<file path="src/hw/lsu_defines.svh">
// Memory subsystem parameters

`ifndef LSU_DEFINES_SVH
`define LSU_DEFINES_SVH

////////////////////////////////////////////////////////////
// Datapath widths
////////////////////////////////////////////////////////////

`define DATA_WIDTH      32         // Data and byte address width
`define REG_ADDR_WIDTH  5          // Register file index
`define LSU_BE_WIDTH    4          // One enable per byte lane
`define LSU_CTRL_WIDTH  4          // Write flag plus funct3

////////////////////////////////////////////////////////////
// Memory geometry
////////////////////////////////////////////////////////////

// Depth of the shared RAM in 32-bit words
`define MEM_WORDS       256
// Word address width, log2 of MEM_WORDS
`define MEM_AW          8

////////////////////////////////////////////////////////////
// Fetch start
////////////////////////////////////////////////////////////

`define BOOT_ADDR       32'h0000_0080  // First byte address fetched

`endif
</file>
<file path="src/hw/lsu_pkg.sv">
// Load-store types

`include "lsu_defines.svh"

package lsu_pkg;

  ////////////////////////////////////////////////////////////
  // Load-store control code
  ////////////////////////////////////////////////////////////

  // Bit 3 marks a write, bits 2:0 mirror funct3
  // Bit 2 set on a load means zero extension
  // Bits 1:0 give the access size
  typedef enum logic [`LSU_CTRL_WIDTH-1:0] {
    LB  = 4'b0000,  // Byte, sign-extended
    LH  = 4'b0001,  // Half, sign-extended
    LW  = 4'b0010,  // Full word
    LBU = 4'b0100,  // Byte, zero-extended
    LHU = 4'b0101,  // Half, zero-extended
    SB  = 4'b1000,  // Store byte
    SH  = 4'b1001,  // Store half
    SW  = 4'b1010   // Store word
  } lsu_ctrl_e;

  ////////////////////////////////////////////////////////////
  // RAM port owner
  ////////////////////////////////////////////////////////////

  // Which requester drove the port in a given cycle
  typedef enum logic [0:0] {
    OWNER_LSU   = 1'b0,
    OWNER_FETCH = 1'b1
  } owner_e;

endpackage : lsu_pkg

</file>
<file path="src/hw/mem_arbiter.sv">
// Fixed-priority RAM port arbiter

`timescale 1ns/1ps

`include "lsu_defines.svh"

module mem_arbiter (
  input  logic                    clk_i,
  input  logic                    rstn_i,

  // Load-store side, highest priority
  input  logic                    lsu_req_i,
  input  logic                    lsu_we_i,
  input  logic [`LSU_BE_WIDTH-1:0] lsu_be_i,
  input  logic [`MEM_AW-1:0]      lsu_addr_i,
  input  logic [`DATA_WIDTH-1:0]  lsu_wdata_i,
  output logic [`DATA_WIDTH-1:0]  lsu_rdata_o,
  output logic                    lsu_rvalid_o,

  // Fetch side
  input  logic                    fetch_req_i,
  input  logic [`MEM_AW-1:0]      fetch_addr_i,
  output logic                    fetch_gnt_o,
  output logic [`DATA_WIDTH-1:0]  fetch_rdata_o,
  output logic                    fetch_rvalid_o,

  // RAM port
  output logic                    mem_en_o,
  output logic                    mem_we_o,
  output logic [`LSU_BE_WIDTH-1:0] mem_be_o,
  output logic [`MEM_AW-1:0]      mem_addr_o,
  output logic [`DATA_WIDTH-1:0]  mem_wdata_o,
  input  logic [`DATA_WIDTH-1:0]  mem_rdata_i
);

  lsu_pkg::owner_e owner_q;   // Who drove the port last cycle
  logic            rd_q;      // Last cycle was a read

  // Port mux, LSU always wins
  assign fetch_gnt_o = fetch_req_i & ~lsu_req_i;
  assign mem_en_o    = lsu_req_i | fetch_req_i;
  assign mem_we_o    = lsu_req_i & lsu_we_i;       // Fetch only reads
  assign mem_be_o    = lsu_req_i ? lsu_be_i   : '1;
  assign mem_addr_o  = lsu_req_i ? lsu_addr_i : fetch_addr_i;
  assign mem_wdata_o = lsu_wdata_i;

  always_ff @(posedge clk_i) begin
    if (rstn_i == 1'b0) begin
      owner_q <= lsu_pkg::OWNER_LSU;
      rd_q    <= 1'b0;
    end else begin
      owner_q <= lsu_req_i ? lsu_pkg::OWNER_LSU : lsu_pkg::OWNER_FETCH;
      rd_q    <= mem_en_o & ~mem_we_o;
    end
  end

  // Read word goes to both, only the owner sees rvalid
  assign lsu_rdata_o    = mem_rdata_i;
  assign fetch_rdata_o  = mem_rdata_i;
  assign lsu_rvalid_o   = rd_q & (owner_q == lsu_pkg::OWNER_LSU);
  assign fetch_rvalid_o = rd_q & (owner_q == lsu_pkg::OWNER_FETCH);

endmodule : mem_arbiter

</file>
<file path="config.mk">
export PLATFORM = sky130hd
export DESIGN_NAME = mem_arbiter
export DESIGN_NICKNAME = d
export VERILOG_FILES = /design/src/hw/lsu_pkg.sv /design/src/hw/mem_arbiter.sv
export VERILOG_INCLUDE_DIRS = /design/src /design/src/hw
export SDC_FILE = /design/constraint.sdc
export NUM_CORES = 1
export LEC_CHECK = 0
export BUFFER_PORTS_ARGS = -buffer_cell sky130_fd_sc_hd__buf_2
export CORE_AREA = 2 2 78 80
export CTS_CLUSTER_SIZE = 40
export DETAILED_ROUTE_END_ITERATION = 16
export DIE_AREA = 0 0 80 82
export GPL_TIMING_DRIVEN = 0
export PLACE_DENSITY = 0.62
export SKIP_CTS_REPAIR_TIMING = 1
export SYNTH_ARGS = -nofsm -noshare
export SYNTH_HDL_FRONTEND = slang
export SYNTH_SLANG_ARGS = --single-unit
</file>
<file path="constraint.sdc">
create_clock -name clk_i -period 1.06 [get_ports clk_i]
set_input_delay 0.212 -clock clk_i [delete_from_list [all_inputs] [get_ports clk_i]]
set_output_delay 0.212 -clock clk_i [all_outputs]
set_load 0.02 [all_outputs]
</file>
* Word level (Yosys, flattened, before mapping)
Cells that the tools add are included.
Storage, ports and cells: register bits 2, input port bits 89
Cells by class: mux-type cells 3, bitwise logic cells 9
Operator list (count):
- two-way mux 8 bit | 1
- AND 1 bit | 5
- two-way mux 4 bit | 1
- NOT 1 bit | 3
- two-way mux 1 bit | 1
- OR 1 bit | 1

* Depth between registers and ports, before layout
depth after elaboration 3, depth in mapped cells 3, gate-level depth less buffers 2

* Least setup slack after synthesis
OpenSTA, ideal clock, no wires.
kind input port to output port, start point in lsu_req_i, end point out mem_addr_o[2], arrival time 0.783 ns, setup slack 0.065 ns, cell stages on the path 3, path through buf_6 > buf_6 > mux2_4
On the way: longest elaborated chain between the ends 1
Ends and longest elaborated chain:
- start, declared | RTL line mem_arbiter.sv:12 | input logic lsu_req_i,
- two-way mux 8 bit | RTL line mem_arbiter.sv:44 | assign mem_addr_o = lsu_req_i ? lsu_addr_i : fetch_addr_i;
- end, declared | RTL line mem_arbiter.sv:31 | output logic [`MEM_AW-1:0] mem_addr_o,
No other way between the ends.

* Worst setup path after layout
start point in lsu_req_i, end point out mem_addr_o[3]
Same word-level chain as after synthesis.

==> results.py <==
metrics = {
    "outcome": {
        "outcome": "complete, but fails checks",
        "violations": "negative setup slack",
    },
    "synthesis": {
        "synth_mux_area_frac": 0.109,
        "synth-simple-area-share": 0.0767,
        "yosysUniqueCellTypes": 10,
        "synth_top_family_by_area": "buffers and inverters",
        "synth_fa_ha_area_frac": 0,
        "syn_avg_cell_area_um2": 8.09,
        "netlist_top_cells_area": "buf_4 75%, mux2_4 6.2%, mux2_2 4.7%",
        "synth-seq-area-share": 0.0416,
        "synthXorXnorAreaFrac": 0,
        "synth_top_area_frac": 0.749,
        "synth-compound-area-share": 0,
        "yosys_warnings": 0,
        "netlist_area_um2": 962,
        "ys_ff_latch": 2,
        "synth_cells": 119,
        "syn_nets": 208,
        "yosysTopAreaCell": "buf_4",
    },
    "placement": {
        "hpwl_um": 2710,
        "postPlaceCellArea_um2": 1740,
        "placed_cells": 330,
        "portBuffers": 136,
        "place.gp.congestion": 0.729,
    },
    "floorplan": {
        "fp.dieH_um": 82,
        "pin_count": 202,
        "die_w_um": 80,
        "coreArea_um2": 5750,
        "die_area_um2": 6560,
        "rows": 28,
        "start_util": 0.167,
    },
    "grt": {
        "track_usage": 0.0658,
        "use_met2": 0.148,
        "antenna_found_initial": 0,
        "grt_pass1_wl_um": 3480,
        "busiest_layer": "met2",
        "grt_overflow": 0,
        "use_met3": 0.0121,
        "grt_pass1_vias": 884,
        "grt_start_max_net_pins": 11,
        "grtUsageMet1": 0.0559,
    },
    "timing": {
        "relSlewSlack": 0.915,
        "rsz0062_at_grt": "yes",
        "min_period_over_period": 1.03,
        "tightest_slew_ps": 128,
        "setup_viol": 4,
        "fmax_ghz": 0.914,
        "layout_setup_ws_ps": -33.8,
        "finalHoldViolCount": 0,
        "drv_slew": 0,
        "final.setup.tns_ps": -124,
        "fin_crit_ps": 1090,
        "holdWs_ps": 248,
    },
    "cells_and_area": {
        "drive_gt1_frac": 0.958,
        "area_growth_pct": 90.8,
        "fin_nets": 350,
        "finalInstanceArea_um2": 1840,
        "fin_cells": 334,
        "insertedDiodeCount": 0,
    },
    "clocking": {
        "cts_root_buffer": "clkbuf_8",
        "clkTransAtPathRegs_ps": 30,
        "cts-buffers-inserted": 3,
        "htreeDepth": 1,
        "clock-sinks": 2,
        "cts_tree": "yes",
        "clk_path_buf_depth": 2,
    },
    "route": {
        "route.vias.total": 1112,
        "wire_per_inst_um": 8.58,
        "first_pass_iters": 4,
        "drc": 0,
        "wl_um": 2870,
        "drt_iter0_drc": 13,
        "final_antenna_net_count": 0,
        "via_per_inst": 3.33,
    },
    "critical_path": {
        "crit_family": "buffers and inverters",
        "crit_required_ps": 850,
        "critical_path_arrival_ps": 880,
        "critical_path.max_fanout": 7,
        "slowest_stage": "mux2_4",
        "cp_cell_sequence": "buf_12 -> buf_8 -> mux2_4 -> buf_6",
        "critical_path_buf_inv_count": 3,
        "worst_setup_path_start_kind": "input pin",
        "crit_path_end_kind": "primary output",
        "max_stage_delay_ps": 300,
        "crit_type": "input pin to primary output",
    },
    "power": {
        "p_per_area_nw_per_um2": 709,
        "peakVddDrop_uv": 535,
        "p_leak_uw": 0.00115,
        "p_total_uw": 1300,
    },
    "worst_hold_path": {
        "hold_path_class": "input pin to flop",
    },
    "job": {
        "maxCapViolCount": 0,
    },
}
==> state kept, by name, summed over array words and instances (netlist names) <==
name / cells
owner_q: 1
rd_q: 1
==> cells in the mapped netlist <==
cell / instances
nand2b_1: 4
or2_4: 1
dfxtp_1: 2
mux2_4: 4
and3b_1: 1
mux2_2: 4
buf_6: 2
and2_1: 2
buf_4: 96
nor2b_1: 3
==> placed cells by master (no fill, tap or decap) <==
| cell type | n |
|---|---|
| and2_1 | 2 |
| and3b_1 | 1 |
| buf_12 | 1 |
| buf_2 | 128 |
| buf_4 | 101 |
| buf_6 | 4 |
| buf_8 | 1 |
| clkbuf_8 | 3 |
| dfxtp_1 | 2 |
| mux2_2 | 4 |
| mux2_4 | 4 |
| nand2b_1 | 4 |
| nor2b_1 | 2 |
| nor2b_2 | 1 |
| or2_4 | 1 |
==> stage by stage <==
step	utilization	worst slack (ps)
CTS	0.309	-90.7
floorplan	-	64.6
global placement	0.302	-87.5
finish	0.319	-33.8
global route	0.319	-48.0
detailed placement	0.302	-90.3
==> kinds of logic after synthesis <==
group / after synthesis
buffers and inverters: 98
and+or+nand+nor: 11
muxes: 8
DFF: 2
==> worst paths after layout <==
check	startpoint	to	slack, ps	depth (start not counted)
max	lsu_req_i	mem_addr_o[3]	-30	4
min	rstn_i	owner_q	250	2
==> layer usage <==
metal	routed length, um	share of wire
met2	1640	0.57
met3	527	0.18
met4	0	0
met1	702	0.25
met5	0	0
==> where the power goes <==
| part | total [uW] | switching, uW | internal, uW |
|---|---|---|---|
| clock network | 292 | 52.3 | 239 |
| logic | 927 | 450 | 477 |
| registers | 82.7 | 1.98 | 80.7 |
| total | 1300 | 504 | 797 |
==> cell type report <==
| cell class | count | area, um2 |
|---|---|---|
| Tap cell | 75 | 93.8 |
| Clock buffer | 3 | 41.3 |
| Sequential cell | 2 | 40.0 |
| Buffer | 98 | 756 |
| Multi-Input combinational cell | 19 | 181 |
| Timing Repair Buffer | 137 | 723 |
| Fill cell | 615 | 3910 |
Power figures use the tool's default switching activity.
