[src/hw/lsu_defines.svh]
// Memory subsystem parameters

`ifndef LSU_DEFINES_SVH
`define LSU_DEFINES_SVH

////////////////////////////////////////////////////////////
// Datapath widths
////////////////////////////////////////////////////////////

`define DATA_WIDTH      32         // Data and byte address width
`define REG_ADDR_WIDTH  5          // Register file index
`define LSU_BE_WIDTH    4          // One enable per byte lane
`define LSU_CTRL_WIDTH  4          // Write flag plus funct3

////////////////////////////////////////////////////////////
// Memory geometry
////////////////////////////////////////////////////////////

// Depth of the shared RAM in 32-bit words
`define MEM_WORDS       256
// Word address width, log2 of MEM_WORDS
`define MEM_AW          8

////////////////////////////////////////////////////////////
// Fetch start
////////////////////////////////////////////////////////////

`define BOOT_ADDR       32'h0000_0080  // First byte address fetched

`endif
[src/hw/lsu_pkg.sv]
// Load-store types

`include "lsu_defines.svh"

package lsu_pkg;

  ////////////////////////////////////////////////////////////
  // Load-store control code
  ////////////////////////////////////////////////////////////

  // Bit 3 marks a write, bits 2:0 mirror funct3
  // Bit 2 set on a load means zero extension
  // Bits 1:0 give the access size
  typedef enum logic [`LSU_CTRL_WIDTH-1:0] {
    LB  = 4'b0000,  // Byte, sign-extended
    LH  = 4'b0001,  // Half, sign-extended
    LW  = 4'b0010,  // Full word
    LBU = 4'b0100,  // Byte, zero-extended
    LHU = 4'b0101,  // Half, zero-extended
    SB  = 4'b1000,  // Store byte
    SH  = 4'b1001,  // Store half
    SW  = 4'b1010   // Store word
  } lsu_ctrl_e;

  ////////////////////////////////////////////////////////////
  // RAM port owner
  ////////////////////////////////////////////////////////////

  // Which requester drove the port in a given cycle
  typedef enum logic [0:0] {
    OWNER_LSU   = 1'b0,
    OWNER_FETCH = 1'b1
  } owner_e;

endpackage : lsu_pkg

[src/hw/lsu_unit.sv]
// Load-store unit

`timescale 1ns/1ps

`include "lsu_defines.svh"

module lsu_unit (
  input  logic                        clk_i,
  input  logic                        rstn_i,

  // Request from the execute stage
  input  logic                        ctrl_valid_i,
  input  lsu_pkg::lsu_ctrl_e          ctrl_i,
  input  logic [`DATA_WIDTH-1:0]      addr_i,       // Byte address
  input  logic [`DATA_WIDTH-1:0]      wdata_i,      // Store data, right aligned
  input  logic [`REG_ADDR_WIDTH-1:0]  regdest_i,    // Load target register

  // Register file writeback
  output logic [`DATA_WIDTH-1:0]      rdata_o,
  output logic                        rf_wb_o,      // One-cycle write pulse
  output logic [`REG_ADDR_WIDTH-1:0]  regdest_o,

  // Towards the arbiter
  output logic                        lsu_req_o,
  output logic                        lsu_we_o,
  output logic [`LSU_BE_WIDTH-1:0]    lsu_be_o,
  output logic [`MEM_AW-1:0]          lsu_addr_o,   // Word address
  output logic [`DATA_WIDTH-1:0]      lsu_wdata_o,  // Already in its byte lanes
  input  logic [`DATA_WIDTH-1:0]      lsu_rdata_i,  // Raw RAM word
  input  logic                        lsu_rvalid_i
);

  ////////////////////////////////////////////////////////////
  // Request decode
  ////////////////////////////////////////////////////////////

  logic [`LSU_CTRL_WIDTH-1:0] ctrl_bits;
  logic                       is_write;
  logic                       is_signed;
  logic [1:0]                 size_d;
  logic [1:0]                 lane_d;
  logic [`LSU_BE_WIDTH-1:0]   be_d;

  assign ctrl_bits = ctrl_i;
  assign is_write  = ctrl_bits[`LSU_CTRL_WIDTH-1];
  assign is_signed = ~ctrl_bits[2];                // funct3[2] clear on LB/LH
  assign size_d    = ctrl_bits[1:0];
  assign lane_d    = addr_i[1:0];                  // Only picks lanes, no misalign

  // Byte enables from size and lane
  always_comb begin
    case (size_d)
      2'b00:   be_d = `LSU_BE_WIDTH'(4'b0001) << lane_d;
      2'b01:   be_d = `LSU_BE_WIDTH'(4'b0011) << {lane_d[1], 1'b0};
      default: be_d = '1;                          // Whole word
    endcase
  end

  ////////////////////////////////////////////////////////////
  // Port request register (E0)
  ////////////////////////////////////////////////////////////

  always_ff @(posedge clk_i) begin
    if (rstn_i == 1'b0) begin
      lsu_req_o <= 1'b0;
      lsu_we_o  <= 1'b0;
    end else begin
      lsu_req_o <= ctrl_valid_i;
      lsu_we_o  <= ctrl_valid_i & is_write;
    end
  end

  // Payload, meaningful only with lsu_req_o
  always_ff @(posedge clk_i) begin
    lsu_be_o    <= be_d;
    lsu_addr_o  <= addr_i[`MEM_AW+1:2];
    lsu_wdata_o <= wdata_i << {lane_d, 3'b000};   // Move into target lanes
  end

  ////////////////////////////////////////////////////////////
  // Load side stage
  ////////////////////////////////////////////////////////////

  // Stage 1 lines up with the RAM access, stage 2 with the read word
  logic [1:0]                 ld_size_q1,    ld_size_q2;
  logic                       ld_signed_q1,  ld_signed_q2;
  logic [1:0]                 ld_lane_q1,    ld_lane_q2;
  logic [`REG_ADDR_WIDTH-1:0] ld_regdest_q1, ld_regdest_q2;

  always_ff @(posedge clk_i) begin
    ld_size_q1    <= size_d;
    ld_signed_q1  <= is_signed;
    ld_lane_q1    <= lane_d;
    ld_regdest_q1 <= regdest_i;
    ld_size_q2    <= ld_size_q1;     // Shifts every cycle so two loads can overlap
    ld_signed_q2  <= ld_signed_q1;
    ld_lane_q2    <= ld_lane_q1;
    ld_regdest_q2 <= ld_regdest_q1;
  end

  ////////////////////////////////////////////////////////////
  // Load alignment and writeback (E2)
  ////////////////////////////////////////////////////////////

  logic [`DATA_WIDTH-1:0] lane_word;
  logic [`DATA_WIDTH-1:0] ld_data;

  always_comb begin
    lane_word = lsu_rdata_i >> {ld_lane_q2, 3'b000};   // Addressed byte to bit 0
    case (ld_size_q2)
      2'b00:   ld_data = {{(`DATA_WIDTH-8){ld_signed_q2 & lane_word[7]}},
                          lane_word[7:0]};
      2'b01:   ld_data = {{(`DATA_WIDTH-16){ld_signed_q2 & lane_word[15]}},
                          lane_word[15:0]};
      default: ld_data = lsu_rdata_i;                   // LW needs no shift
    endcase
  end

  always_ff @(posedge clk_i) begin
    if (rstn_i == 1'b0) begin
      rf_wb_o <= 1'b0;
    end else begin
      rf_wb_o <= lsu_rvalid_i;   // Arbiter raises rvalid for one cycle per load
    end
  end

  always_ff @(posedge clk_i) begin
    if (lsu_rvalid_i) begin
      rdata_o   <= ld_data;
      regdest_o <= ld_regdest_q2;
    end
  end

endmodule : lsu_unit

[config.mk]
export PLATFORM = sky130hd
export DESIGN_NAME = lsu_unit
export DESIGN_NICKNAME = d
export VERILOG_FILES = /design/src/hw/lsu_pkg.sv /design/src/hw/lsu_unit.sv
export VERILOG_INCLUDE_DIRS = /design/src /design/src/hw
export SDC_FILE = /design/constraint.sdc
export NUM_CORES = 1
export LEC_CHECK = 0
export ABC_AREA = 1
export BUFFER_PORTS_ARGS = -buffer_cell sky130_fd_sc_hd__buf_2
export CORE_MARGIN = 2
export CORE_UTILIZATION = 30
export DETAILED_ROUTE_END_ITERATION = 8
export GPL_ROUTABILITY_DRIVEN = 0
export HOLD_SLACK_MARGIN = 0.06
export PLACE_DENSITY = 0.62
export SLEW_MARGIN = 20
export SYNTH_ARGS = -nofsm -noshare
export SYNTH_HDL_FRONTEND = slang
export SYNTH_SLANG_ARGS = --single-unit
[constraint.sdc]
create_clock -name clk_i -period 2.7 [get_ports clk_i]
set_input_delay 0.27 -clock clk_i [delete_from_list [all_inputs] [get_ports clk_i]]
set_output_delay 0.27 -clock clk_i [all_outputs]
set_load 0.005 [all_outputs]
# Word-level counts from Yosys, hierarchy flattened

Index checks and enable logic that the tools add are counted.

Register bits: 104
Word-level logic and storage cells: 30

Equal/unequal tests: 2
Shift operators: 4
Multiplexer cells: 2
Bitwise gates (word level): 4
Reductions and logical operators: 2

Operator list:

| cell                                                               | count |
|---|---|
| 32-bit case mux with 2 select lines                                | 1 |
| 32-bit by 5-bit << shifter with 32-bit output                      | 1 |
| 32-bit by 5-bit right shift with 16-bit output                     | 1 |
| 4-bit case mux with 2 select lines                                 | 1 |
| 2-bit by 1-bit == test with 1-bit output (second input constant)   | 2 |
| 2-bit zero test                                                    | 2 |
| 1-bit by 2-bit << shifter with 4-bit output (first input constant) | 1 |
| 2-bit by 2-bit << shifter with 4-bit output (first input constant) | 1 |
| 1-bit bitwise AND                                                  | 3 |
| 1-bit inverter                                                     | 1 |

# Logic depth before layout (Yosys ltp)

Depth in word-level cells: 3
Depth in mapped cells: 8
Mapped depth without buffers: 6

# Worst setup path after synthesis

OpenSTA, ideal clock, no wires.

Path type: register to register
Start: reg ld_lane_q2[1]
End: reg rdata_o[18] (data pin)
Cell stages (with the launch flop): 9
Period minus slack after synthesis: 1326 ps
Setup slack: 1374 ps
Buffers on the path: 3
Arrival: 1067 ps
Library setup time: 259 ps
Required time: 2441 ps
Cells stage by stage: dfxtp_1 buf_4 inv_2 buf_4 nand3_1 nand2_2 nand3_4 buf_6 nand3_2

Word-level cells in the longest chain between the ends: 3
Elaborated cells on any way between the ends: 4
Classes of those cells: 1 x shift; 1 x mux; 2 x bitwise

RTL lines:

| what                                             | line                             | text |
|---|---|---|
| from (decl)                                      | lsu_unit.sv:87                   | `logic [1:0] ld_lane_q1, ld_lane_q2;` |
| from (signal assigned)                           | lsu_unit.sv:97                   | `ld_lane_q2 <= ld_lane_q1;` |
| 32-bit by 5-bit right shift with 16-bit output * | lsu_unit.sv:109                  | `lane_word = lsu_rdata_i >> {ld_lane_q2, 3'b000};` |
| 1-bit bitwise AND (on tied branches)             | lsu_unit.sv:113, lsu_unit.sv:111 |  |
| 32-bit case mux with 2 select lines *            | lsu_unit.sv:110                  | `case (ld_size_q2)` |
| via ld_data[18]                                  | lsu_unit.sv:106                  | `` logic [`DATA_WIDTH-1:0] ld_data; `` |
| to (signal assigned)                             | lsu_unit.sv:129                  | `rdata_o <= ld_data;` |
| to (decl)                                        | lsu_unit.sv:19                   | `` output logic [`DATA_WIDTH-1:0] rdata_o, `` |

The timed path passes the listed nets; every way through them passes the cells marked *.
A chain may end at the register's enable or synchronous reset.

# Worst setup path in the final report

Start: reg ld_lane_q2[0]
End: reg rdata_o[13] (data pin)

Word-level cells in the longest chain between the ends: 3

RTL lines:

| what                                             | line            | text |
|---|---|---|
| 32-bit by 5-bit right shift with 16-bit output * | lsu_unit.sv:109 |  |
| 1-bit bitwise AND                                | lsu_unit.sv:111 | `` 2'b00: ld_data = {{(`DATA_WIDTH-8){ld_signed_q2 & lane_word[7]}}, `` |
| 32-bit case mux with 2 select lines *            | lsu_unit.sv:110 |  |
| via ld_data[13]                                  | lsu_unit.sv:106 |  |

Marks and branches as above.

==> out/results.txt <==
Vias - 3444
initial detailed-routing violation count - 194
global-route wire length before repair - 16400 microns
synth unique cells - 24
post-route design area - 5350 sq um
post-synthesis mux area share - 0%
die height - 119 microns
skew final - 0.00571 ns
vias in the first global route - 3548
hpwl dp - 7520 microns
post-layout util - 42.0%
required time worst endpoint - 2.90 ns
Adder-Cell Fraction of Synth Area - 0%
fmax - 513 MHz
Post-DRT Antenna Nets - 0
cell mode on critical path - nand3_1
fin nets - 696
Post-CTS Setup Repair Bufs - 0
Mapped Cells - 408
Clock Latency Late Sink - 0.34 ns
Final min period - 1.95 ns
met1 usage - 16.7%
count leader, synth - nand2_1
core box area - 12700 sq um
Setup CP Type - flip-flop to flip-flop
Clock Tree Root - clkbuf_16
die width - 119 microns
Post-DP Area - 4900 sq um
area growth from synthesis to layout - 35.9%
total clock sinks - 104
unrepaired setup endpoints after global routing - no
Post-synth top flop - dfxtp_1
CTS tree - yes
crit-path cells - inv_4 -> nand2_1 -> nand3_1 -> nand2_2 -> nand3_4 -> nand3_1
GRT Total Usage - 14.8%
Slew HR - 42.8%
Compound-Gate Fraction of Synth Area - 9.38%
Post-Route WL - 10100 microns
# hold bufs at CTS - 15
top cell type's share of synthesized area - 34.1%
Worst-path clk slew - 0.07 ns
Cell Area, Synth - 3930 sq um
# rows - 41
crit path max-delay cell type - dfxtp_1
layout cells sized above 1 - 36.3%
setup tns final - 0 ns
die area - 14000 sq um
Avg Inst Size Synth - 9.64 sq um
final setup fails - 0
initial antenna violation count - 1
combinational family with the most area after synthesis - simple AND/OR/NAND/NOR gates
Pre-antenna DRT Iters - 4
CP arrival - 2.15 ns
Post-synth top cells - 88 x nand2_1, 67 x dfxtp_1, 43 x nor2_1
met3 GRT Util - 5.69%
# H-tree levels - 3
sequential share of the synthesized area - 62.3%
max-cap violation count - 0
Post-synth EDFFs - 37
run status - completed
hold violation total from the final report - 0
Max VDD drop - 0.258 mV
CTS Buffer Depth - 2
CP peak stage delay - 0.80 ns
CTS buffer count - 9
met2 GRT Util - 24.1%
Ys Warns - 0
Starting Density - 30.9%
CP startpoint kind - flip-flop
Vias/cell - 4.50
power density over cell area - 640 nW/um^2
WL per Instance - 13.2 microns
final worst path period share - 72.3%
CTS-repair resized insts - 0
Lkg Pwr - 2.67 nW
Placed Cells incl. Taps - 733
non-filler cells, final - 765
IO Count - 193
synth top area cells - dfxtp_1 34%, edfxtp_1 28%, nand2_1 8.4%
CP Max Fanout - 24
XOR/XNOR Fraction of Synth Area - 0%
CP Capture Type - flip-flop
pin count of the biggest net entering global routing - 39
Synth Register Bits - 104
Final Max Tran Viols - 0
Synth Area in Simple Gates - 20.9%
drc violations - 0
Fill cells - 1286
Post-synth ARST share - 0%
worst hold-check path type - input port to flip-flop
leading area contributor after synthesis - dfxtp_1
most crowded layer after global routing - met2
Worst-Margin Slew - 0.859 ns
syn_nets - 517
grt total ovfl - 0
Port Buf Inserts - 170
## state kept, by name (all words and copies together) (netlist names)
name / count
rf_wb_o: 1
ld_regdest_q2: 5
lsu_be_o: 4
ld_size_q2: 2
regdest_o: 5
lsu_addr_o: 8
ld_signed_q1: 1
rdata_o: 32
ld_size_q1: 2
lsu_wdata_o: 32
lsu_req_o: 1
ld_lane_q1: 2
ld_lane_q2: 2
ld_signed_q2: 1
lsu_we_o: 1
ld_regdest_q1: 5
## metrics by stage
stage,setup slack (ns),hold WS [ns],total power [mW]
floorplan,1.37,0.298,1.98
global placement,0.812,0.311,2.19
detailed placement,0.770,0.312,2.19
CTS,0.758,0.0618,3.47
global route,0.565,0.0735,3.59
finish,0.749,0.0757,3.42
## worst max-delay path: cells and delay by family (launching register included)
| family | cells | cell delay [ns] |
|---|---|---|
| buffers and inverters | 1 | 0.20 |
| flip-flops | 1 | 0.80 |
| AND/OR/NAND/NOR | 5 | 0.78 |
## final timing paths
| kind | startpoint | endpoint | slack [ns] | cells after the start |
|---|---|---|---|---|
| setup / recovery | ld_lane_q2[0]$_DFF_P_ | rdata_o[13]$_DFFE_PP_ | 0.75 | 6 |
| hold / removal | ctrl_i[2] | ld_signed_q1$_DFF_P_ | 0.08 | 2 |
| setup reg to reg | ld_lane_q2[0]$_DFF_P_ | rdata_o[13]$_DFFE_PP_ | 0.75 | 6 |
| hold reg to reg | ld_regdest_q1[1]$_DFF_P_ | ld_regdest_q2[1]$_DFF_P_ | 0.33 | 0 |
## logic make-up after synthesis
logic type | count (synthesis)
compound gates | 66
buf+inv | 65
flops | 104
simple gates | 173
## power breakdown
part           internal [mW]  total, mW  switching (mW)
combinational          0.182      0.404           0.222
sequential              1.74       1.77          0.0333
clock                  0.701       1.25           0.547
total                   2.62       3.42           0.803
## layout by cell type (no fill, tap or decap), types with 7 or more instances in the layout
| cell type | count |
|---|---|
| a31oi_1 | 8 |
| o21ai_0 | 39 |
| nor2_1 | 43 |
| buf_2 | 170 |
| edfxtp_1 | 37 |
| clkbuf_16 | 10 |
| dlygate4sd3_1 | 15 |
| dfxtp_1 | 67 |
| o211ai_1 | 8 |
| nand3_2 | 17 |
| nand2_1 | 88 |
| inv_1 | 42 |
| nand3_1 | 18 |
| o22ai_1 | 7 |
## metal layers
metal,wire length (microns),vias to the layer above
met5,0,-
met3,1120,17
li1,-,1689
met1,4000,1566
met2,4720,172
met4,232,0
## cell type report
class / instances / area (sq um) / share of cell area [%]
Timing Repair Buffer: 187 / 1020 / 19.0
Inverter: 46 / 175 / 3.28
Sequential cell: 104 / 2450 / 45.9
Tap cell: 172 / 215 / 4.03
Antenna cell: 1 / 2.50 / 0.0468
Clock buffer: 11 / 264 / 4.94
Clock inverter: 5 / 28.8 / 0.538
Multi-Input combinational cell: 239 / 1190 / 22.3
Note: power is estimated with default switching activity, not from simulation.
