[config.mk]
export PLATFORM = sky130hd
export DESIGN_NAME = ifetch_unit
export DESIGN_NICKNAME = d
export VERILOG_FILES = /design/src/hw/ifetch_unit.sv
export VERILOG_INCLUDE_DIRS = /design/src /design/src/hw
export SDC_FILE = /design/constraint.sdc
export NUM_CORES = 1
export LEC_CHECK = 0
export ABC_CLOCK_PERIOD_IN_PS = 1900
export BUFFER_PORTS_ARGS = -buffer_cell sky130_fd_sc_hd__buf_4
export CAP_MARGIN = 20
export CORE_ASPECT_RATIO = 1.25
export CORE_MARGIN = 2
export CORE_UTILIZATION = 52
export DETAILED_ROUTE_END_ITERATION = 7
export PLACE_DENSITY = 0.78
export SLEW_MARGIN = 20
export SYNTH_ARGS = -nofsm -noshare
export SYNTH_HDL_FRONTEND = slang
export SYNTH_SLANG_ARGS = --single-unit
export TNS_END_PERCENT = 5
[constraint.sdc]
create_clock -name clk_i -period 1.9 [get_ports clk_i]
set_input_delay 0 -clock clk_i [delete_from_list [all_inputs] [get_ports clk_i]]
set_output_delay 0 -clock clk_i [all_outputs]
set_load 0.01 [all_outputs]
[src/hw/lsu_defines.svh]
// Memory subsystem parameters

`ifndef LSU_DEFINES_SVH
`define LSU_DEFINES_SVH

////////////////////////////////////////////////////////////
// Datapath widths
////////////////////////////////////////////////////////////

`define DATA_WIDTH      32         // Data and byte address width
`define REG_ADDR_WIDTH  5          // Register file index
`define LSU_BE_WIDTH    4          // One enable per byte lane
`define LSU_CTRL_WIDTH  4          // Write flag plus funct3

////////////////////////////////////////////////////////////
// Memory geometry
////////////////////////////////////////////////////////////

// Depth of the shared RAM in 32-bit words
`define MEM_WORDS       256
// Word address width, log2 of MEM_WORDS
`define MEM_AW          8

////////////////////////////////////////////////////////////
// Fetch start
////////////////////////////////////////////////////////////

`define BOOT_ADDR       32'h0000_0080  // First byte address fetched

`endif
[src/hw/ifetch_unit.sv]
// Sequential instruction fetch

`timescale 1ns/1ps

`include "lsu_defines.svh"

module ifetch_unit (
  input  logic                    clk_i,
  input  logic                    rstn_i,
  input  logic                    fetch_en_i,

  // Towards the arbiter
  output logic                    fetch_req_o,
  output logic [`MEM_AW-1:0]      fetch_addr_o,   // Word address
  input  logic                    fetch_gnt_i,    // Same-cycle grant
  input  logic [`DATA_WIDTH-1:0]  fetch_rdata_i,
  input  logic                    fetch_rvalid_i,

  // Towards decode
  output logic [`DATA_WIDTH-1:0]  instr_o,
  output logic [`DATA_WIDTH-1:0]  instr_addr_o,   // Byte address of instr_o
  output logic                    instr_valid_o
);

  ////////////////////////////////////////////////////////////
  // Program counter
  ////////////////////////////////////////////////////////////

  logic [`DATA_WIDTH-1:0] pc_q;
  logic [`DATA_WIDTH-1:0] inflight_addr_q;   // PC of the access at the RAM

  always_ff @(posedge clk_i) begin
    if (rstn_i == 1'b0) begin
      pc_q        <= `BOOT_ADDR;
      fetch_req_o <= 1'b0;
    end else begin
      fetch_req_o <= fetch_en_i;
      if (fetch_gnt_i) begin
        pc_q <= pc_q + `DATA_WIDTH'(4);    // Held while the LSU owns the port
      end
    end
  end

  assign fetch_addr_o = pc_q[`MEM_AW+1:2];

  // Remember which PC went out, the read returns one edge later
  always_ff @(posedge clk_i) begin
    if (fetch_gnt_i) begin
      inflight_addr_q <= pc_q;
    end
  end

  ////////////////////////////////////////////////////////////
  // Instruction output
  ////////////////////////////////////////////////////////////

  always_ff @(posedge clk_i) begin
    if (rstn_i == 1'b0) begin
      instr_valid_o <= 1'b0;
    end else begin
      instr_valid_o <= fetch_rvalid_i;
    end
  end

  always_ff @(posedge clk_i) begin
    if (fetch_rvalid_i) begin
      instr_o      <= fetch_rdata_i;
      instr_addr_o <= inflight_addr_q;   // Still the old value on back-to-back grants
    end
  end

endmodule : ifetch_unit

## After elaboration in Yosys (flattened, before gate mapping)

Index checks and enable logic that the tools add are counted.

| word-level totals | value |
|---|---|
| flip-flop bits (word level) | 130 |
| input bits | 37 |
| output and inout port bits | 74 |
| word-level logic and storage cells | 7 |

| operators by class | value |
|---|---|
| $add $sub $neg | 1 |

Operators by type and width:

| kind | count |
|---|---|
| $add A32 B3 Y32 const B | 1 |

## Logic depth before layout (Yosys ltp)

Gate-level depths: netlist of run 1.

| depth | value |
|---|---|
| depth in word-level cells | 1 |
| depth in mapped cells | 7 |
| mapped depth without buffers | 5 |

## Worst setup path before layout of run 1

Ideal clock, no wire load.

| timing path | value |
|---|---|
| path type | register to register |
| start point | reg pc_q[7] |
| end point | reg pc_q[27] |
| setup time | 0.135 ns |
| arrival time | 1.446 ns |
| required time | 1.765 ns |
| slack | 0.319 ns |
| cell stages (with the launch flop) | 6 |
| buffers on the path | 1 |
| period minus slack after synthesis | 1.581 ns |
| cell sequence | dfxtp_1 and4_4 nand4_1 clkbuf_1 o311ai_0 o41ai_1 |

| between the ends | value |
|---|---|
| word-level cells in the longest chain between the ends | 1 |

RTL lines:

| item | line | source |
|---|---|---|
| from (decl) | ifetch_unit.sv:29 | `` logic [`DATA_WIDTH-1:0] pc_q; `` |
| from (signal assigned) | ifetch_unit.sv:34 | `` pc_q <= `BOOT_ADDR; `` |
| from (signal assigned) | ifetch_unit.sv:39 | `` pc_q <= pc_q + `DATA_WIDTH'(4); `` |
| $add A32 B3 Y32 | ifetch_unit.sv:39 |  |

Every way passes these cells.
A chain may end at the register's enable or synchronous reset.

## Final worst setup path of run 1

| timing path | value |
|---|---|
| start point | reg pc_q[9] |
| end point | reg pc_q[27] |

Same word-level chain as after synthesis.

==> impl_metrics.json, run 1 <==
{
  "status": "complete, no violations",
  "clock_latency_ns": 0.51,
  "wl_um": 10500,
  "grt_pass1_vias": 2957,
  "root_buffer": "clkbuf_8",
  "critPathRequiredTime_ns": 2.27,
  "post_dp_cell_area_sq_um": 5240,
  "drive_gt1_share_pct": 33.9,
  "grt_max_degree": 64,
  "p_leak_nw": 2.37,
  "period_needed_ns": 1.80,
  "antenna_found_initial": 0,
  "fin_crit_sh_pct": 94.8,
  "fin_worst_skew_ns": 0.00607,
  "clock-sinks": 124,
  "max_stage_delay_ns": 0.47,
  "hold_violations": 0,
  "ios": 111,
  "portBuffers": 108,
  "critical-path-slowest-cell": "dfxtp_1",
  "core_area_sq_um": 8190,
  "maxCapViolCount": 0,
  "crit_path_start_kind": "flop",
  "layout.nets": 465,
  "endpoint_kind": "flop",
  "yosysWarnings": 0,
  "h-tree-depth": 4,
  "start_util_pct": 53.3,
  "gp_congestion": 0.827,
  "power_density_nw_per_um2": 1020,
  "worst-slew-pin-transition_ns": 0.792,
  "crit_type": "reg2reg",
  "worstPathCellList": "and4_4 -> nand4_1 -> buf_4 -> o311ai_0 -> o41ai_1",
  "gr-total-overflow": 0,
  "path_max_fanout": 14,
  "vias": 3021,
  "ys_ff_latch": 124,
  "drc": 0,
  "track_usage_pct": 23.5,
  "clock_path_buffers": 2,
  "syn_avg_cell_area_sq_um": 15.9,
  "mappedNetlistArea_sq_um": 4370,
  "drt_iter0_drc": 270,
  "tns_ns": 0,
  "clock.fmax_ghz": 0.555,
  "ant_nets": 0,
  "rows": 37,
  "die_y_um": 106,
  "ys_seq_area_share_pct": 77.9,
  "rsz0062_at_grt": "false",
  "dr.pass1.iters": 5,
  "ir_drop_mv": 0.671,
  "arrival_ns": 2.17,
  "critical_path_buf_inv_count": 1,
  "synth_cell_types": 31,
  "avgViaCountPerCell": 5.63,
  "cts_tree": "built",
  "cts.clk_slew.worst_paths_ns": 0.06,
  "ys.flop_type": "edfxtp_1",
  "antenna_cells_inserted": 0,
  "crit_family": "compound AO/OA/AOI/OAI gates",
  "final_cell_area_sq_um": 6110,
  "synthArstFlopShare_pct": 0,
  "setup_violations": 0,
  "min_path_type": "in2reg",
  "cts_inserted_buffers": 17,
  "area_delta_synth_final_pct": 39.8,
  "dpl.hpwl_um": 5240,
  "fp.dieW_um": 86.0,
  "drv_slew": 0,
  "synth_edf_count": 92,
  "grt_pass1_wl_um": 15700,
  "max_slew_margin_pct": 47.1,
  "dieArea_sq_um": 9160,
  "syn-instance-count": 274,
  "wl_per_cell_um": 19.5
}
## flip-flops by register name (all words and copies together) (netlist names)
register,count
instr_o,32
inflight_addr_q,30
instr_addr_o,30
pc_q,30
fetch_req_o,1
instr_valid_o,1
## where the power goes
part	switching (W)	leakage [nW]	internal [W]
registers	0.0000452	1.19	0.00303
logic	0.000175	0.923	0.000206
clock network	0.00109	0.257	0.00167
## Yosys cell counts (2+ instances only)
library cell,instances,area (sq um)
a21oi_1,13,65.1
and2_1,4,25.0
and3_1,2,12.5
and4_1,4,35.0
buf_4,11,82.6
buf_6,2,22.5
clkbuf_1,4,15.0
dfxtp_1,32,641
edfxtp_1,92,2760
inv_1,6,22.5
mux2i_1,2,20.0
nand2_1,12,45.0
nand2b_1,5,31.3
nand3_1,9,45.0
nand4_1,8,50.1
nand4_4,2,42.5
nor2_1,11,41.3
nor3_1,3,15.0
nor4_1,2,12.5
o21ai_0,5,25.0
o311ai_0,4,35.0
o31ai_1,9,67.6
o41ai_1,4,35.0
or3_1,4,25.0
or4_1,10,75.1
xnor2_1,5,43.8
xor2_1,5,43.8
## repair_timing
action | 4_1_cts | 5_1_grt
endpoints found under the hold margin | 40 | 0
hold buffers | 35 | 0
resized for setup | 0 | 3
buffers inserted | 0 | 0
endpoints found under the setup margin | 0 | 6
## per-stage QoR
stage                     worst slack (ns)  util (%)  total power (W)  hold slack (ns)  std cells
after floorplan                      0.319         -          0.00320           0.0989        275
after global placement               0.170      63.9          0.00341            0.178        470
after detailed placement            0.0849      63.9          0.00343            0.179        470
after CTS                           0.0425      74.5          0.00622           0.0379        537
after global routing                0.0161      74.5          0.00641           0.0868        537
final                               0.0997      74.5          0.00622           0.0665        537
## logic make-up (layout without fill, tap and decap cells)
logic type / after synthesis / count (layout) / synth area share [%]
DFF: 124 / 124 / 77.9
xor gates and xnor gates: 10 / 10 / 2.00
buffers and inverters: 24 / 189 / 3.38
AOI/OAI and AO/OA: 35 / 35 / 5.21
adders and majority gates: 1 / 1 / 0.286
muxes: 2 / 2 / 0.458
and+or+nand+nor: 77 / 77 / 10.7
other: 1 / 2 / 0.0858
## final cells by class
type / instances / area, sq um
multi-input cells: 127 / 828
fillers: 459 / 2090
clock inverters: 10 / 48.8
clock buffers: 22 / 463
repair buffers: 151 / 1220
well taps: 97 / 121
flip-flops and latches: 124 / 3400
inverters: 6 / 22.5
## per-layer routing
metal  share of wire (%)  global-route usage [%]  vias to the layer above
li1                    -                       -                     1356
met1                  35                    25.0                     1466
met2                  55                    41.7                      167
met3                 7.1                    6.83                       32
met4                 2.9                    11.5                        0
met5                   0                       0                        -
## placed cells by master, fill, tap and decap left out, drive strengths merged
cell / Yosys / final
or4: 10 / 10
dfxtp: 32 / 32
nor2: 11 / 11
clkinvlp: 0 / 1
nand2b: 5 / 5
conb: 1 / 2
and3: 2 / 2
edfxtp: 92 / 92
nand2: 12 / 12
o311ai: 4 / 4
a21oi: 13 / 13
clkbuf: 4 / 22
and4: 5 / 5
clkinv: 0 / 9
o21ai: 5 / 5
xor2: 5 / 5
ha: 1 / 1
and2: 4 / 4
buf: 14 / 116
mux2i: 2 / 2
nor4: 2 / 2
inv: 6 / 6
dlygate4sd3: 0 / 35
nor3: 3 / 3
o31ai: 9 / 9
xnor2: 5 / 5
or3: 4 / 4
o41ai: 4 / 4
nand4: 10 / 10
nand3: 9 / 9
## worst paths after layout
kind | cells after the start | from | end | slack (ns)
setup reg to reg | 5 | pc_q[9] | pc_q[27] | 0.1
hold / removal | 4 | fetch_gnt_i | pc_q[7] | 0.07
hold reg to reg | 0 | inflight_addr_q[7] | instr_addr_o[7] | 0.42
setup / recovery | 5 | pc_q[9] | pc_q[27] | 0.1
## tightest hold or removal path, delay by kind of cell
family | cells | cell delay, ns
and+or+nand+nor | 2 | 0.28
buffers and inverters | 1 | 0.13
AOI/OAI and AO/OA | 1 | 0.13
No activity file was read; power rests on OpenSTA's default activity.
==> run 2, diff against run 1 <==
--- a/config.mk
+++ b/config.mk
@@ -14,7 +14,7 @@
 export CORE_UTILIZATION = 52
 export DETAILED_ROUTE_END_ITERATION = 7
 export PLACE_DENSITY = 0.78
-export SLEW_MARGIN = 20
+export SETUP_SLACK_MARGIN = 0.1
 export SYNTH_ARGS = -nofsm -noshare
 export SYNTH_HDL_FRONTEND = slang
 export SYNTH_SLANG_ARGS = --single-unit
==> run 2 against run 1 <==
  * First-iteration DRC count fell by 3.3%
  * Core utilization barely moved
  * Final area barely moved
  * Die area did not move
  * Critical path type unchanged
  * Largest cell class unchanged
  * Sequential share of layout area barely moved
==> impl_metrics.json, run 2 (synthesis results as in run 1) <==
{
  "status": "complete, no violations",
  "p_seq_share_pct": 49.4,
  "final_cell_area_sq_um": 6110,
  "ff2ff_setup_slack_ns": 0.12,
  "combPwrFrac_pct": 6.1,
  "arrival_ns": 2.19,
  "gp_congestion": 0.827,
  "period_needed_ns": 1.78,
  "vias": 3000,
  "gr-total-overflow": 0,
  "drc": 0,
  "cts_tree": "built",
  "endpoint_kind": "flop",
  "clock_path_buffers": 2,
  "max_slew_margin_pct": 47.4,
  "clock.fmax_ghz": 0.560,
  "core_area_sq_um": 8190,
  "setup_violations": 0,
  "power_density_nw_per_um2": 1020,
  "track_usage_pct": 23.6,
  "cell_internal_pwr_w": 0.00491,
  "wl_per_cell_um": 19.5,
  "grt_max_degree": 64,
  "crit_family": "simple AND/OR/NAND/NOR gates",
  "area_delta_synth_final_pct": 39.9,
  "grt_pass1_wl_um": 15800,
  "tns_ns": 0,
  "die_y_um": 106,
  "fin_crit_sh_pct": 93.9,
  "reg2reg_from": "pc_q[9]",
  "min_path_type": "in2reg",
  "worst_slack_ns": 0.116,
  "crit_start": "pc_q[9]",
  "fin_worst_skew_ns": 0.00682,
  "critical-path-slowest-cell": "or4_1",
  "crit_path_start_kind": "flop",
  "path_max_fanout": 11,
  "drt_iter0_drc": 261,
  "ios": 111,
  "maxCapViolCount": 0,
  "fp.dieW_um": 86.0,
  "fill_cells": 457,
  "most-common-layout-cells": "buf_4 (116), edfxtp_1 (92), dlygate4sd3_1 (35)",
  "post-cts-setup-buffer-count": 0,
  "drive_gt1_share_pct": 34.1,
  "worst-slew-pin-transition_ns": 0.788,
  "critPathRequiredTime_ns": 2.31,
  "regMostFlops": "instr_o",
  "worstPathCellList": "and4_4 -> nand2_2 -> or4_1 -> a21oi_1",
  "min-delay-start": "fetch_gnt_i",
  "h-tree-depth": 4,
  "rsz0062_at_grt": "true",
  "clkPwrFrac_pct": 44.5,
  "rows": 37,
  "layout.nets": 465,
  "pre_cts_ws_ns": 0.0849,
  "post_dp_cell_area_sq_um": 5240,
  "antenna_found_initial": 0,
  "cts.clk_slew.worst_paths_ns": 0.06,
  "clock-sinks": 124,
  "wl_um": 10500,
  "dpl.hpwl_um": 5240,
  "dieArea_sq_um": 9160,
  "final_common_cell": "buf_4",
  "p_leak_nw": 2.37,
  "drv_slew": 0,
  "grt_pass1_vias": 2966,
  "portBuffers": 108,
  "ir_drop_mv": 0.687,
  "dr.pass1.iters": 6,
  "swShare_pct": 21.1,
  "largest_reg_flops": 32,
  "clock_latency_ns": 0.51,
  "root_buffer": "clkbuf_8",
  "hold_violations": 0,
  "antenna_cells_inserted": 0,
  "max_stage_delay_ns": 0.57,
  "avgViaCountPerCell": 5.59,
  "critical_path_buf_inv_count": 0,
  "crit_type": "reg2reg",
  "ant_nets": 0,
  "p_sw_w": 0.00131,
  "start_util_pct": 53.3,
  "hold_ws_ns": 0.0701,
  "cts_inserted_buffers": 17
}
[run 2: cell types whose count changed in the layout (fill, tap and decap cells not counted)]
cell	change
dfxtp_2	+1
dfxtp_1	-1
and4_2	-1
o311ai_0	-1
and4_4	+1
o311ai_1	+1
[run 2: worst register-to-register path, cell delays in order, from the launching register on]
cell,delay [ns]
dfxtp_1,0.46
and4_4,0.30
nand2_2,0.14
or4_1,0.57
a21oi_1,0.22
[run 2: worst paths after layout]
check,cells after the start,end
hold / removal,4,pc_q[7]
setup / recovery,4,pc_q[15]
setup reg to reg,4,pc_q[15]
hold reg to reg,0,instr_addr_o[3]
[run 2: per-stage QoR]
step | instances | utilization [%] | power [W]
after CTS | 537 | 74.5 | 0.00622
after global placement | 470 | 63.9 | 0.00341
final | 537 | 74.6 | 0.00622
after detailed placement | 470 | 63.9 | 0.00343
after global routing | 537 | 74.6 | 0.00641
after floorplan | 275 | - | 0.00320
[run 2: layer usage]
| layer | routed length [um] | vias to the layer above | global-route usage [%] |
|---|---|---|---|
| li1 | - | 1354 | - |
| met4 | 301 | 0 | 11.7 |
| met2 | 5820 | 173 | 41.9 |
| met3 | 747 | 28 | 6.99 |
| met5 | 0 | - | 0 |
| met1 | 3630 | 1445 | 25.0 |
[run 2: layout make-up]
type	count	area (sq um)	area share [%]
clock buffers	22	463	7.58
clock inverters	10	48.8	0.799
inverters	6	22.5	0.369
multi-input cells	127	830	13.6
flip-flops and latches	124	3400	55.7
well taps	97	121	1.99
repair buffers	151	1220	20.0
[run 2: power groups by stage]
stage	sequential (W)	combinational, W	clock, W
floorplan	0.00316	0.0000407	0
global placement	0.00311	0.000304	0
detailed placement	0.00312	0.000311	0
CTS	0.00307	0.000375	0.00278
global route	0.00308	0.000404	0.00293
finish	0.00307	0.000382	0.00277
[run 2: timing repair]
action                                  CTS  global route
hold buffers                             35             0
hold endpoints to repair                 40             0
endpoints found under the setup margin    5            10
pin swaps                                 0             0
gates resized for setup                   2             4
==> run 3, diff against run 2 <==
--- a/config.mk
+++ b/config.mk
@@ -13,6 +13,7 @@
 export CORE_MARGIN = 2
 export CORE_UTILIZATION = 52
 export DETAILED_ROUTE_END_ITERATION = 7
+export HOLD_SLACK_MARGIN = 0.08
 export PLACE_DENSITY = 0.78
 export SETUP_SLACK_MARGIN = 0.1
 export SYNTH_ARGS = -nofsm -noshare
==> run 3 against run 2 <==
  * Final area is 0.16% higher
  * Register-to-register slack hardly changed
  * Worst hold slack better by 0.015 ns
  * Critical endpoint unchanged
  * Highest routed layer unchanged
==> impl_metrics.json, run 3 (synthesis results as in run 1) <==
{
  "status": "complete, no violations",
  "avgViaCountPerCell": 5.62,
  "antenna_cells_inserted": 0,
  "wl_per_cell_um": 19.7,
  "path_max_fanout": 11,
  "antenna_found_initial": 0,
  "dpl.hpwl_um": 5240,
  "worstPathCellList": "and4_4 -> nand2_2 -> or4_1 -> a21oi_1",
  "grt_pass1_wl_um": 15800,
  "largest_reg_flops": 32,
  "dieArea_sq_um": 9160,
  "cts.clk_slew.worst_paths_ns": 0.06,
  "grt_pass1_vias": 2977,
  "regMostFlops": "instr_o",
  "rsz0062_at_grt": "true",
  "clock-sinks": 124,
  "grt_max_degree": 64,
  "max_slew_margin_pct": 47.2,
  "drv_slew": 0,
  "pre_cts_ws_ns": 0.0849,
  "ios": 111,
  "hold_violations": 0,
  "arrival_ns": 2.20,
  "worst_slack_ns": 0.119,
  "final_common_cell": "buf_4",
  "post-route-util_pct": 74.7,
  "crit_family": "simple AND/OR/NAND/NOR gates",
  "final_cell_area_sq_um": 6120,
  "vias": 3025,
  "critPathRequiredTime_ns": 2.31,
  "crit_path_start_kind": "flop",
  "cts_tree": "built",
  "ir_drop_mv": 0.686,
  "drive_gt1_share_pct": 34.0,
  "rr_worst_depth": 4,
  "gr-total-overflow": 0,
  "die_y_um": 106,
  "worst-slew-pin-transition_ns": 0.791,
  "power_density_nw_per_um2": 1020,
  "root_buffer": "clkbuf_8",
  "clock_path_buffers": 2,
  "setup_violations": 0,
  "portBuffers": 108,
  "p_leak_nw": 2.38,
  "critical-path-slowest-cell": "or4_1",
  "area_delta_synth_final_pct": 40.1,
  "crit_type": "reg2reg",
  "max_stage_delay_ns": 0.57,
  "dr.pass1.iters": 5,
  "min_path_type": "in2reg",
  "start_util_pct": 53.3,
  "gp_congestion": 0.827,
  "fin_worst_skew_ns": 0.00548,
  "drc": 0,
  "clock.fmax_ghz": 0.562,
  "rows": 37,
  "fin_crit_sh_pct": 93.7,
  "drt_iter0_drc": 264,
  "endpoint_kind": "flop",
  "fp.dieW_um": 86.0,
  "cts_inserted_buffers": 17,
  "post_dp_cell_area_sq_um": 5240,
  "core_area_sq_um": 8190,
  "wl_um": 10600,
  "maxCapViolCount": 0,
  "hold_depth": 1,
  "ant_nets": 0,
  "critical_path_buf_inv_count": 0,
  "cp.depth": 4,
  "most-common-layout-cells": "buf_4 (116), edfxtp_1 (92), dlygate4sd3_1 (36)",
  "clock_latency_ns": 0.51,
  "period_needed_ns": 1.78,
  "track_usage_pct": 23.6,
  "tns_ns": 0,
  "layout.nets": 466,
  "h-tree-depth": 4
}
==> run 3: worst paths after layout <==
check / from / end / slack [ns]
hold reg to reg: inflight_addr_q[7] / instr_addr_o[7] / 0.42
setup reg to reg: pc_q[9] / pc_q[15] / 0.12
hold / removal: fetch_rvalid_i / instr_addr_o[27] / 0.09
setup / recovery: pc_q[9] / pc_q[15] / 0.12
==> run 3: cell type report <==
cell class	instances	area, sq um
Sequential cell	124	3400
Fill cell	455	2070
Timing Repair Buffer	152	1230
Multi-Input combinational cell	127	830
Clock buffer	22	463
Tap cell	97	121
Clock inverter	10	48.8
Inverter	6	22.5
==> run 3: metal layers <==
metal / part of all wire [%] / wire [um] / track usage (%) / up-vias
met5: 0 / 0 / 0 / -
met4: 3.4 / 363 / 12.0 / 0
met3: 7.5 / 797 / 7.14 / 34
met2: 54 / 5720 / 41.9 / 176
met1: 35 / 3710 / 24.7 / 1462
li1: - / - / - / 1353
==> run 3: worst reg2reg max path: stages, from the launching register on <==
cell     delay (ns)
dfxtp_1        0.46
and4_4         0.30
nand2_2        0.13
or4_1          0.57
a21oi_1        0.22
==> run 3: metrics by stage <==
stage | std cells | power [W] | hold slack [ns]
final | 538 | 0.00623 | 0.0855
after global routing | 538 | 0.00641 | 0.0922
after CTS | 538 | 0.00622 | 0.0800
after detailed placement | 470 | 0.00343 | 0.179
after global placement | 470 | 0.00341 | 0.178
after floorplan | 275 | 0.00320 | 0.0989
==> run 3: where the power goes <==
| part | internal, W | switching [W] |
|---|---|---|
| sequential | 0.00303 | 0.0000458 |
| clock | 0.00167 | 0.00110 |
| combinational | 0.000208 | 0.000177 |
==> run 3: timing repair <==
action	4_1_cts	5_1_grt
hold endpoints to repair	40	0
setup buffers	0	0
resized for setup	2	4
gates cloned	0	0
hold buffers	36	0
setup endpoints to repair	5	10
